$ cat src/common/cache_consts.svh
`ifndef CACHE_CONSTS_SVH
`define CACHE_CONSTS_SVH

// address and data widths
`define CACHE_ADDR_W      16 // byte address from the pipeline
`define CACHE_WORD_W      16 // one data word

// address split, tag | set | word | byte
`define CACHE_TAG_W       5  // addr[15:11]
`define CACHE_SET_W       7  // addr[10:4]
`define CACHE_SETS        128 // direct mapped, one block per set

// block geometry
`define CACHE_WORD_SEL_W  3  // addr[3:1] picks the word
`define CACHE_BLOCK_WORDS 8  // words fetched per fill

`endif

$ cat src/common/cache_pkg.sv
package cache_pkg;

	`include "cache_consts.svh"

	typedef logic [`CACHE_ADDR_W-1:0]     addr_t; // byte address
	typedef logic [`CACHE_WORD_W-1:0]     word_t; // data word
	typedef logic [`CACHE_TAG_W-1:0]      tag_t; // upper address bits kept per set
	typedef logic [`CACHE_SET_W-1:0]      set_idx_t; // row of the tag and data stores
	typedef logic [`CACHE_WORD_SEL_W-1:0] word_sel_t; // word inside a block

	// overlays addr_t, msb first
	typedef struct packed {
		tag_t      tag; // [15:11]
		set_idx_t  set; // [10:4]
		word_sel_t word; // [3:1]
		logic      byte_off; // [0], ignored since memory is word wide
	} cache_addr_t;

	// one row of the tag store
	typedef struct packed {
		logic valid; // block holds real data
		tag_t tag; // tag of the block held
	} tag_entry_t;

	// miss fill sequencing
	typedef enum logic [1:0] {
		FILL_IDLE, // no fill, cache serves hits
		FILL_ISSUE, // sending the eight block reads
		FILL_DRAIN // all reads sent, waiting on returns
	} fill_state_t;

endpackage

$ cat src/cache/cache_fill_ctrl.sv
`timescale 1ns/1ps
`include "cache_consts.svh"

module cache_fill_ctrl (
	input  logic                 clk,
	input  logic                 reset,
	input  logic                 miss, // miss level, only high while idle
	input  cache_pkg::addr_t     miss_addr, // request address that missed
	input  logic                 mem_valid, // one returned word
	output logic                 busy, // fill in progress
	output logic                 mem_read, // one word read per cycle
	output cache_pkg::addr_t     mem_read_addr, // block word address being read
	output logic                 fill_word_write, // store the returned word
	output cache_pkg::word_sel_t fill_word_sel, // where the returned word goes
	output logic                 tag_write // last word back, block valid
);
	import cache_pkg::*;

	localparam int CNT_W = `CACHE_WORD_SEL_W + 1; // counts 0 to 8
	localparam logic [CNT_W-1:0] LAST = CNT_W'(`CACHE_BLOCK_WORDS - 1);

	fill_state_t      state;
	fill_state_t      state_next;
	cache_addr_t      block; // latched miss address
	cache_addr_t      rd_addr; // block with the issue word filled in
	logic [CNT_W-1:0] issue_cnt; // reads sent so far
	logic [CNT_W-1:0] recv_cnt; // words returned so far
	logic             last_issue; // eighth read goes out this cycle
	logic             last_recv; // eighth word comes back this cycle

	assign last_issue = (issue_cnt == LAST);
	assign last_recv  = mem_valid && (recv_cnt == LAST);

	always_comb begin
		state_next = state;
		case (state)
			FILL_IDLE: begin
				if (miss) state_next = FILL_ISSUE; // first read next cycle
			end
			FILL_ISSUE: begin
				if (last_issue) state_next = FILL_DRAIN; // all eight sent
			end
			FILL_DRAIN: begin
				state_next = FILL_DRAIN; // waits on outstanding returns
			end
			default: begin
				state_next = FILL_IDLE;
			end
		endcase
		// the return count alone ends the fill
		if (state != FILL_IDLE && last_recv) state_next = FILL_IDLE;
	end

	always_ff @(posedge clk) begin
		if (reset) begin
			state     <= FILL_IDLE;
			issue_cnt <= '0;
			recv_cnt  <= '0;
		end else begin
			state <= state_next;
			if (state == FILL_IDLE) begin
				issue_cnt <= '0; // ready for the next miss
				recv_cnt  <= '0;
			end else begin
				if (mem_read) issue_cnt <= issue_cnt + 1'b1; // issue side
				if (mem_valid) recv_cnt <= recv_cnt + 1'b1; // return side, independent
			end
		end
	end

	// miss address held for the whole fill
	always_ff @(posedge clk) begin
		if (state == FILL_IDLE && miss) begin
			block <= miss_addr;
		end
	end

	// word addresses 0 to 7 of the block, in order
	always_comb begin
		rd_addr          = block;
		rd_addr.word     = issue_cnt[`CACHE_WORD_SEL_W-1:0];
		rd_addr.byte_off = 1'b0;
	end

	assign mem_read_addr   = rd_addr;
	assign busy            = (state != FILL_IDLE);
	assign mem_read        = (state == FILL_ISSUE);
	assign fill_word_write = busy && mem_valid; // returns land in order
	assign fill_word_sel   = recv_cnt[`CACHE_WORD_SEL_W-1:0];
	assign tag_write       = busy && last_recv; // with the eighth word

	// returns only ever answer reads of a fill
	assert property (@(posedge clk) disable iff (reset)
		(state == FILL_IDLE) |-> !mem_valid)
		else $error("fill: mem_valid with no fill in progress");

	// issue phase ends after the eighth read
	assert property (@(posedge clk) disable iff (reset)
		mem_read |-> (issue_cnt < CNT_W'(`CACHE_BLOCK_WORDS)))
		else $error("fill: more block reads than words in a block");

	// memory returns in order and never early
	assert property (@(posedge clk) disable iff (reset)
		recv_cnt <= issue_cnt)
		else $error("fill: more words returned than requested");

endmodule

$ cat config.mk
export PLATFORM = sky130hd
export DESIGN_NAME = cache_fill_ctrl
export DESIGN_NICKNAME = d
export VERILOG_FILES = /design/src/common/cache_pkg.sv /design/src/cache/cache_fill_ctrl.sv
export VERILOG_INCLUDE_DIRS = /design/src /design/src/common
export SDC_FILE = /design/constraint.sdc
export NUM_CORES = 1
export LEC_CHECK = 0
export CAP_MARGIN = 15
export CELL_PAD_IN_SITES_DETAIL_PLACEMENT = 1
export CELL_PAD_IN_SITES_GLOBAL_PLACEMENT = 2
export CORE_MARGIN = 5
export CORE_UTILIZATION = 39
export DETAILED_ROUTE_END_ITERATION = 10
export DONT_BUFFER_PORTS = 1
export PLACE_DENSITY_LB_ADDON = 0.1
export SLEW_MARGIN = 20
export SYNTH_ARGS = -nofsm -noshare
export SYNTH_HDL_FRONTEND = slang
export SYNTH_SLANG_ARGS = --single-unit
$ cat constraint.sdc
create_clock -name clk -period 4.1 [get_ports clk]
set_input_delay 0.82 -clock clk [delete_from_list [all_inputs] [get_ports clk]]
set_output_delay 0.82 -clock clk [all_outputs]
set_load 0.01 [all_outputs]
==> run metrics <==
CP peak stage delay=0.38 ns; Synth Warn #=0; FF-to-FF setup slack=2.60 ns; clock share of power=21.5%; Starting Density=41.6%; Antenna Cells=0; pins over their slew limit=0; switching power=121 uW; most frequent cells in the layout=edfxtp_1 (12), dfxtp_1 (10), nor2_1 (8), inv_1 (4), ha_1 (4); vias in the first global route=527; final WL=1790 um; CTS-repair resized insts=0; GPL Wtd Cong=0.663; Worst path top cell family by delay=simple AND/OR/NAND/NOR gates; f_max=424 MHz; most common cell after layout, fill and taps aside=edfxtp_1; Tot GR Track Use=11.0%; Area growth syn-to-layout=-0.661%; Least-Margin Pin Slew=0.534 ns; Site Rows=17; Yosys top cell by area=edfxtp_1; Post-Syn Area=947 um2; Die Y=59.3 um; CP bufs+invs=1; DRC=0; Post-CTS Setup Bufs=0; Max Cap Violations=0; CP cell instances=inv_1 > ha_1 > and2b_4 > and4_1; Power Density=476 nW/um2; crit path time final=2.36 ns; Hold Buf Count CTS=0; Syn Nets=99; drt pass-1 iters=2; CTS tree=yes; Cell variety after synth=29; Yosys top cell area share=38.0%; final hold violations=0; clock buffer depth=2; initial antenna violation count=0; Routed Antenna Nets=0; Clock transition at path regs=0.11 ns; Comb pwr share=15.7%; average size of a mapped cell=12.6 um2; cts bufs inserted=3; average vias per placed instance=5.08; post-layout net count=95; Crit path arrival time=1.54 ns; status=finished, final reports clean; Power Internal=326 uW; ranking of synthesized cells by area=edfxtp_1 (38%), dfxtp_1 (21%), buf_4 (5.5%); Setup CP Type=reg -> out; Reg area=561 um2; Setup violations, final=0; footprint of the multi-input gates=304 um2; sequential share of power=62.9%; sequential-to-total area share from yosys stat=59.2%; Min-Delay Path Class=reg -> reg; critical path peak fanout=6; synthesized flop and latch total=22; Worst slew margin=64.4%; 1st-iter DRT viols=2; Post-Syn Instances=75; I/O Pins=43; Core Region=2280 um2; Die X=59.3 um; FILL cells=245; via count=498; Worst Path Required=3.28 ns; Leak=0.339 nW; final cycle utilization of the critical path=57.5%; Clock Latency Late Sink=0.29 ns; critical path launch point type=flip-flop; CP endpoint kind=output port; Avg WL per Cell=18.3 um; sw frac=27.1%; H-tree depth=1; RSZ-0062 raised after global routing=no; grt ovf=0; CP max stage cell=dfxtp_1; area of the die=3510 um2; setup_tns=0 ns; first-pass GRT wire length=2760 um; clk sinks=22; layout cell share with drive strength beyond 1=10.0%; Port Buffers=0; Root Buffer=clkbuf_4; VDD IR-drop max=0.000216 V; WHS=0.560 ns; pin count of the biggest net entering global routing=13; Clock Skew=0.00130 ns
-- synthesized netlist by cell type --
cell type	count
a21o_2	1
nand3b_1	1
a21boi_0	1
nand2_1	2
clkbuf_1	1
o21a_1	1
buf_4	7
and2_1	1
edfxtp_1	12
nand4_1	2
inv_1	4
nor2b_1	1
a41oi_2	1
nor2_1	8
a21boi_1	1
dfxtp_1	10
or2_1	1
xor2_1	3
o211a_1	1
and4_1	1
ha_1	4
buf_6	1
mux2i_1	2
conb_1	1
and2b_4	1
xnor2_1	3
nor4b_1	1
o31a_1	1
and2_2	1
-- flip-flops by register name, summed over array words and instances (netlist names) --
signal,count
issue_cnt,4
mem_read_addr,12
recv_cnt,4
state,2
-- metrics by stage --
stage	utilization, %	std cells	total power, mW	worst slack (ns)	instance area (um2)
6_report	41.3	98	0.448	1.74	941
3_5_place_dp	40.2	94	0.359	2.04	915
3_3_place_gp	40.2	94	0.355	2.04	915
2_1_floorplan	-	75	0.350	2.06	947
5_1_grt	41.3	98	0.482	1.64	941
4_1_cts	41.3	98	0.456	1.72	941
-- area by class of cell --
cell class                 count  share of cell area [%]
tap                           28                    3.72
multi-input combinational     40                    32.3
clock buffer                   4                    2.79
sequential                    22                    59.6
inverter                       4                    1.60
-- path summary, 6_finish.rpt --
path,to,start,cells past startpoint
worst max-delay path,tag_write,state[0],4
worst max register to register,state[1],state[1],5
worst min register to register,state[0],state[0],1
worst min-delay path,state[0],state[0],1
-- routing by layer --
metal  wire length [um]  track usage, %  share of wire [%]
met1                717            12.4                 40
met2                889            17.3                 50
met3                169            4.79                9.4
met4                 17            5.83               0.95
met5                  0               0                  0
-- power groups by stage --
stage | clock network [mW] | registers [mW] | logic, mW
2_1_floorplan | 0 | 0.281 | 0.0686
3_3_place_gp | 0 | 0.286 | 0.0696
3_5_place_dp | 0 | 0.288 | 0.0712
4_1_cts | 0.102 | 0.283 | 0.0716
5_1_grt | 0.118 | 0.284 | 0.0797
6_report | 0.0961 | 0.282 | 0.0701
-- kinds of logic (layout without fill, tap and decap cells) --
logic type,count (synthesis),in the layout,share of synthesized area [%]
xor gates and xnor gates,6,6,5.55
buffers and inverters,13,8,8.72
adders and majority gates,4,4,5.28
muxes,2,2,2.11
DFF,22,22,59.2
other,1,1,0.396
AOI/OAI and AO/OA,7,7,7.00
and+or+nand+nor,20,20,11.8
Note: power is estimated with default switching activity, not from simulation.
