==> config.mk <==
export PLATFORM = sky130hd
export DESIGN_NAME = cache_tag_store
export DESIGN_NICKNAME = d
export VERILOG_FILES = /design/src/common/cache_pkg.sv /design/src/cache/cache_tag_store.sv
export VERILOG_INCLUDE_DIRS = /design/src /design/src/common
export SDC_FILE = /design/constraint.sdc
export NUM_CORES = 1
export LEC_CHECK = 0
export ABC_AREA = 1
export BUFFER_PORTS_ARGS = -buffer_cell sky130_fd_sc_hd__buf_2
export CAP_MARGIN = 20
export CORE_MARGIN = 4
export CORE_UTILIZATION = 60
export CTS_BUF_LIST = sky130_fd_sc_hd__clkbuf_2
export DETAILED_ROUTE_END_ITERATION = 8
export PLACE_DENSITY = 0.76
export SYNTH_ARGS = -nofsm -noshare
export SYNTH_HDL_FRONTEND = slang
export SYNTH_SLANG_ARGS = --single-unit
==> constraint.sdc <==
create_clock -name clk -period 2.1 [get_ports clk]
set_input_delay 0.105 -clock clk [delete_from_list [all_inputs] [get_ports clk]]
set_output_delay 0.105 -clock clk [all_outputs]
set_load 0.05 [all_outputs]
==> src/common/cache_consts.svh <==
`ifndef CACHE_CONSTS_SVH
`define CACHE_CONSTS_SVH

// address and data widths
`define CACHE_ADDR_W      16 // byte address from the pipeline
`define CACHE_WORD_W      16 // one data word

// address split, tag | set | word | byte
`define CACHE_TAG_W       5  // addr[15:11]
`define CACHE_SET_W       7  // addr[10:4]
`define CACHE_SETS        128 // direct mapped, one block per set

// block geometry
`define CACHE_WORD_SEL_W  3  // addr[3:1] picks the word
`define CACHE_BLOCK_WORDS 8  // words fetched per fill

`endif

==> src/common/cache_pkg.sv <==
package cache_pkg;

	`include "cache_consts.svh"

	typedef logic [`CACHE_ADDR_W-1:0]     addr_t; // byte address
	typedef logic [`CACHE_WORD_W-1:0]     word_t; // data word
	typedef logic [`CACHE_TAG_W-1:0]      tag_t; // upper address bits kept per set
	typedef logic [`CACHE_SET_W-1:0]      set_idx_t; // row of the tag and data stores
	typedef logic [`CACHE_WORD_SEL_W-1:0] word_sel_t; // word inside a block

	// overlays addr_t, msb first
	typedef struct packed {
		tag_t      tag; // [15:11]
		set_idx_t  set; // [10:4]
		word_sel_t word; // [3:1]
		logic      byte_off; // [0], ignored since memory is word wide
	} cache_addr_t;

	// one row of the tag store
	typedef struct packed {
		logic valid; // block holds real data
		tag_t tag; // tag of the block held
	} tag_entry_t;

	// miss fill sequencing
	typedef enum logic [1:0] {
		FILL_IDLE, // no fill, cache serves hits
		FILL_ISSUE, // sending the eight block reads
		FILL_DRAIN // all reads sent, waiting on returns
	} fill_state_t;

endpackage

==> src/cache/cache_tag_store.sv <==
`timescale 1ns/1ps
`include "cache_consts.svh"

module cache_tag_store (
	input  logic                  clk,
	input  logic                  reset,
	input  logic                  write, // fill done, install tag
	input  cache_pkg::set_idx_t   set, // row addressed by the request
	input  cache_pkg::tag_t       write_tag, // tag of the block just filled
	output cache_pkg::tag_entry_t entry // valid and tag at set, no clock
);
	import cache_pkg::*;

	logic [`CACHE_SETS-1:0] valid; // one valid bit per set
	tag_t                   tags [`CACHE_SETS]; // tag memory

	// valid bits are control state, cleared on reset
	always_ff @(posedge clk) begin
		if (reset) begin
			valid <= '0; // every block invalid after reset
		end else if (write) begin
			valid[set] <= 1'b1; // block now present
		end
	end

	// tag memory itself carries no reset
	always_ff @(posedge clk) begin
		if (write) begin
			tags[set] <= write_tag; // same cycle as the valid bit
		end
	end

	// asynchronous read so the hit is known in the request cycle
	always_comb begin
		entry.valid = valid[set];
		entry.tag   = tags[set];
	end

	// an X set index would mark an unknown row valid
	assert property (@(posedge clk) disable iff (reset)
		write |-> !$isunknown(set))
		else $error("tag store write with unknown set index");

endmodule

==> key figures <==
Timing
  • Final setup slack of the worst path: -1.298 ns
  • Fin crit share: 161.8%
  • Final hold viol count: 0
  • RSZ-0062 raised after global routing: true
  • Worst hold slack after final layout: 0.1932 ns
  • Worst Skew: 0 ns
  • Worst slew slack as a fraction of its limit: 38.31%
  • Actual slew at the worst max-slew pin: 0.9253 ns
  • Final worst path period need: 3.398 ns
  • Max-slew violations: 0
  • Final setup violating endpoints: 13
  • Total negative slack: -6.394 ns
  • Highest clock rate: 294.3 MHz

Clock tree
  • Clock transition at path regs: 0.10 ns
  • Cts bufs inserted: 182
  • Root Buffer: sky130_fd_sc_hd__clkbuf_2
  • Maximum level of the CTS H-tree: 4
  • Clock tree buffer depth: 3
  • Post-CTS Setup Inserts: 0
  • Clock insertion delay at the later pin of the skew report: 1.40 ns
  • Clock tree from TritonCTS: done
  • Number of sinks handled by clock tree synthesis: 768

Hold path
  • Worst hold-check path type: in2reg

Final layout
  • Post-route core utilization: 69.06%
  • Synth-to-layout area growth: 13.91%
  • Layout cell share with drive strength beyond 1: 17.98%
  • FF+latch area: 0.02179 mm^2
  • Fin nets: 3,892
  • Area of combinational cells with multiple inputs: 0.01065 mm^2
  • Non-Filler Instances: 4,784
  • Filler cell count in the final layout: 4,157

Yosys
  • Cell type with the largest total area after synthesis: sky130_fd_sc_hd__edfxtp_1
  • Register bit count reported by yosys: 768
  • Ranking of synthesized cells by instance count: 2,039 x sky130_fd_sc_hd__nand2_1, 640 x sky130_fd_sc_hd__edfxtp_1, 398 x sky130_fd_sc_hd__nor2_1, 128 x sky130_fd_sc_hd__dfxtp_1, 86 x sky130_fd_sc_hd__buf_2
  • Leading cell type by number of instances after synthesis: sky130_fd_sc_hd__nand2_1
  • Yosys cell types: 27
  • Mapped cell area: 0.03347 mm^2
  • Mean Syn Cell Area: 9.219 um^2
  • Cells taking the most area after synthesis: sky130_fd_sc_hd__edfxtp_1 57%, sky130_fd_sc_hd__nand2_1 23%, sky130_fd_sc_hd__dfxtp_1 7.7%, sky130_fd_sc_hd__nor2_1 4.5%, sky130_fd_sc_hd__nor2_4 1.5%
  • Fraction of synthesis flops using an asynchronous set or reset pin: 0%
  • Post-synth EDFFs: 640
  • Yosys warning total: 0
  • Flip-flop cell with the highest count after synthesis: sky130_fd_sc_hd__edfxtp_1
  • Register area share after synthesis: 65.08%
  • Gate count of the mapped netlist: 3,630
  • Syn Nets: 3,645
  • Area fraction of the dominant cell type after synthesis: 57.43%

Floorplan
  • Initial Util: 60.63%
  • Overall die area: 0.05962 mm^2
  • Die width: 244.2 um
  • Vertical die dimension: 244.2 um
  • Number of top-level design ports: 21
  • Site Rows: 86
  • Core Footprint: 0.05520 mm^2

Global route
  • Remaining global-route overflow: 0
  • Met2 Track Usage GR: 44.19%
  • Wire length of the first global-routing pass: 130,400 um
  • Met3 capacity usage during global routing: 7.664%
  • Number of global-route vias before repair: 24,200
  • Global-route track usage on met1: 37.92%
  • Initial antenna violation count: 3
  • Largest net degree at the start of global routing: 129
  • Overall routing resource usage: 28.14%
  • Most used routing layer in global routing: met2

Drt
  • Detailed-route wire length per cell: 17.32 um
  • First drt pass iteration count: 6
  • ANT nets after route: 0
  • Routed wire length: 82,880 um
  • 1st-iter DRT viols: 2,463
  • Post-detailed-route via-to-cell ratio: 5.256
  • Number of design rule violations left after detail routing: 0
  • Detailed-route via count: 25,150

Placed design
  • Final weighted congestion of routability-driven global placement: 0.9030
  • Inst Count DP: 4,396
  • Detail Placement HPWL: 50,750 um
  • Placement-stage worst setup slack: -0.1191 ns
  • I/O Buffers: 20

Job
  • Max Cap Violations: 0

Critical path
  • Crit path max fanout: 1
  • Kind of start point of the critical path: flop
  • Critical Path AT: 3.29 ns
  • Path type of the worst setup path: reg2out
  • Worst path required time: 2.00 ns
  • Critical Path End Type: output pin

Outcome
  • Run status: finished with violations
  • Violations in the final reports: negative setup slack

Power and ir drop
  • Leakage: 16.52 nW
  • VDD IR max: 0.6539 mV
  • Power density over the cells: 755.3 mW/mm^2
==> critical path, stage by stage (launching register included) <==
cell,delay [ns]
sky130_fd_sc_hd__edfxtp_1,0.44
sky130_fd_sc_hd__or2_4,0.25
sky130_fd_sc_hd__nand3_1,0.08
sky130_fd_sc_hd__nand2_1,0.05
sky130_fd_sc_hd__nor2_1,0.09
sky130_fd_sc_hd__nor2_1,0.05
sky130_fd_sc_hd__nor2_1,0.14
sky130_fd_sc_hd__nand2_1,0.08
sky130_fd_sc_hd__nand2_1,0.06
sky130_fd_sc_hd__nand4_1,0.34
sky130_fd_sc_hd__buf_6,0.30
==> final timing paths <==
path              slack, ns  cells after the start     endpoint    startpoint
setup / recovery      -1.30                     10     entry[3]   tags[34][3]
setup reg to reg       0.98                      3   valid[120]    valid[120]
hold / removal         0.19                      4  tags[59][0]  write_tag[0]
hold reg to reg        0.47                      2    valid[13]     valid[13]
==> power by group <==
| group | total (mW) | internal (mW) | leakage [nW] | switching (mW) |
|---|---|---|---|---|
| Clock | 9.87 | 3.89 | 1.31 | 5.98 |
| Sequential | 16.5 | 16.5 | 6.79 | 0.0161 |
| Combinational | 2.39 | 0.743 | 8.42 | 1.65 |
==> per-stage QoR <==
stage                     power, mW  cell area [um^2]
after detailed placement      19.05             35500
after CTS                     28.89             37900
final                         28.79             38120
after floorplan               18.11             33470
after global routing          30.07             38120
after global placement        19.02             35500
==> metal layers <==
layer / vias to the layer above / share of wire [%]
li1: 12080 / -
met2: 1181 / 46
met5: - / 0.023
met3: 210 / 10
met1: 11680 / 40
met4: 2 / 3.3
==> layout make-up <==
| class | count | area share, % |
|---|---|---|
| Tap cell | 748 | 2.455 |
| Antenna cell | 3 | 0.01969 |
| Clock buffer | 272 | 3.571 |
| Timing Repair Buffer | 237 | 6.866 |
| Multi-Input combinational cell | 2594 | 27.95 |
| Clock inverter | 68 | 0.9847 |
| Sequential cell | 768 | 57.17 |
| Inverter | 94 | 0.9847 |
==> cells by family (layout without fill, tap and decap cells) <==
logic type      count (synthesis)  count (layout)  share of synthesized area (%)
buf+inv                       268             671                          4.038
other cells                     0               3                              0
compound gates                 13              13                         0.2168
simple gates                 2581            2581                          30.66
flops                         768             768                          65.08
==> sequential cells by signal, indices dropped and copies added (netlist names) <==
| signal | flops |
|---|---|
| tags | 640 |
| valid | 128 |
==> cell usage in the layout (no fill, tap or decap), types with 2 or more instances in the layout <==
cell                               n
sky130_fd_sc_hd__buf_12           57
sky130_fd_sc_hd__nor2_1          376
sky130_fd_sc_hd__or2_2             4
sky130_fd_sc_hd__buf_2             5
sky130_fd_sc_hd__nor2_8            2
sky130_fd_sc_hd__clkinv_4          3
sky130_fd_sc_hd__nor2_2           67
sky130_fd_sc_hd__dlygate4sd3_1    40
sky130_fd_sc_hd__or2_1             3
sky130_fd_sc_hd__diode_2           3
sky130_fd_sc_hd__buf_6             2
sky130_fd_sc_hd__or2_0             3
sky130_fd_sc_hd__nand2_1        1971
sky130_fd_sc_hd__inv_6             4
sky130_fd_sc_hd__o21ai_0           4
sky130_fd_sc_hd__buf_8             4
sky130_fd_sc_hd__bufinv_16         3
sky130_fd_sc_hd__nand2_2          63
sky130_fd_sc_hd__clkinv_2          4
sky130_fd_sc_hd__edfxtp_1        640
sky130_fd_sc_hd__o211ai_1          2
sky130_fd_sc_hd__clkinvlp_4        3
sky130_fd_sc_hd__inv_1            65
sky130_fd_sc_hd__dfxtp_2          10
sky130_fd_sc_hd__nor2_4           55
sky130_fd_sc_hd__clkinv_1         51
sky130_fd_sc_hd__inv_2            28
sky130_fd_sc_hd__or2_4             2
sky130_fd_sc_hd__dfxtp_1         118
sky130_fd_sc_hd__clkbuf_2        272
sky130_fd_sc_hd__buf_4           129
sky130_fd_sc_hd__nor3_1            2
sky130_fd_sc_hd__nand2_4           6
sky130_fd_sc_hd__nand3_1          25
sky130_fd_sc_hd__a21oi_1           6
==> repair_timing <==
action / CTS / global route
pin swaps: 41 / 50
hold buffers: 46 / 0
setup endpoints to repair: 6 / 17
gates resized for setup: 52 / 80
hold endpoints to repair: 1408 / 0
Power figures use the tool's default switching activity.
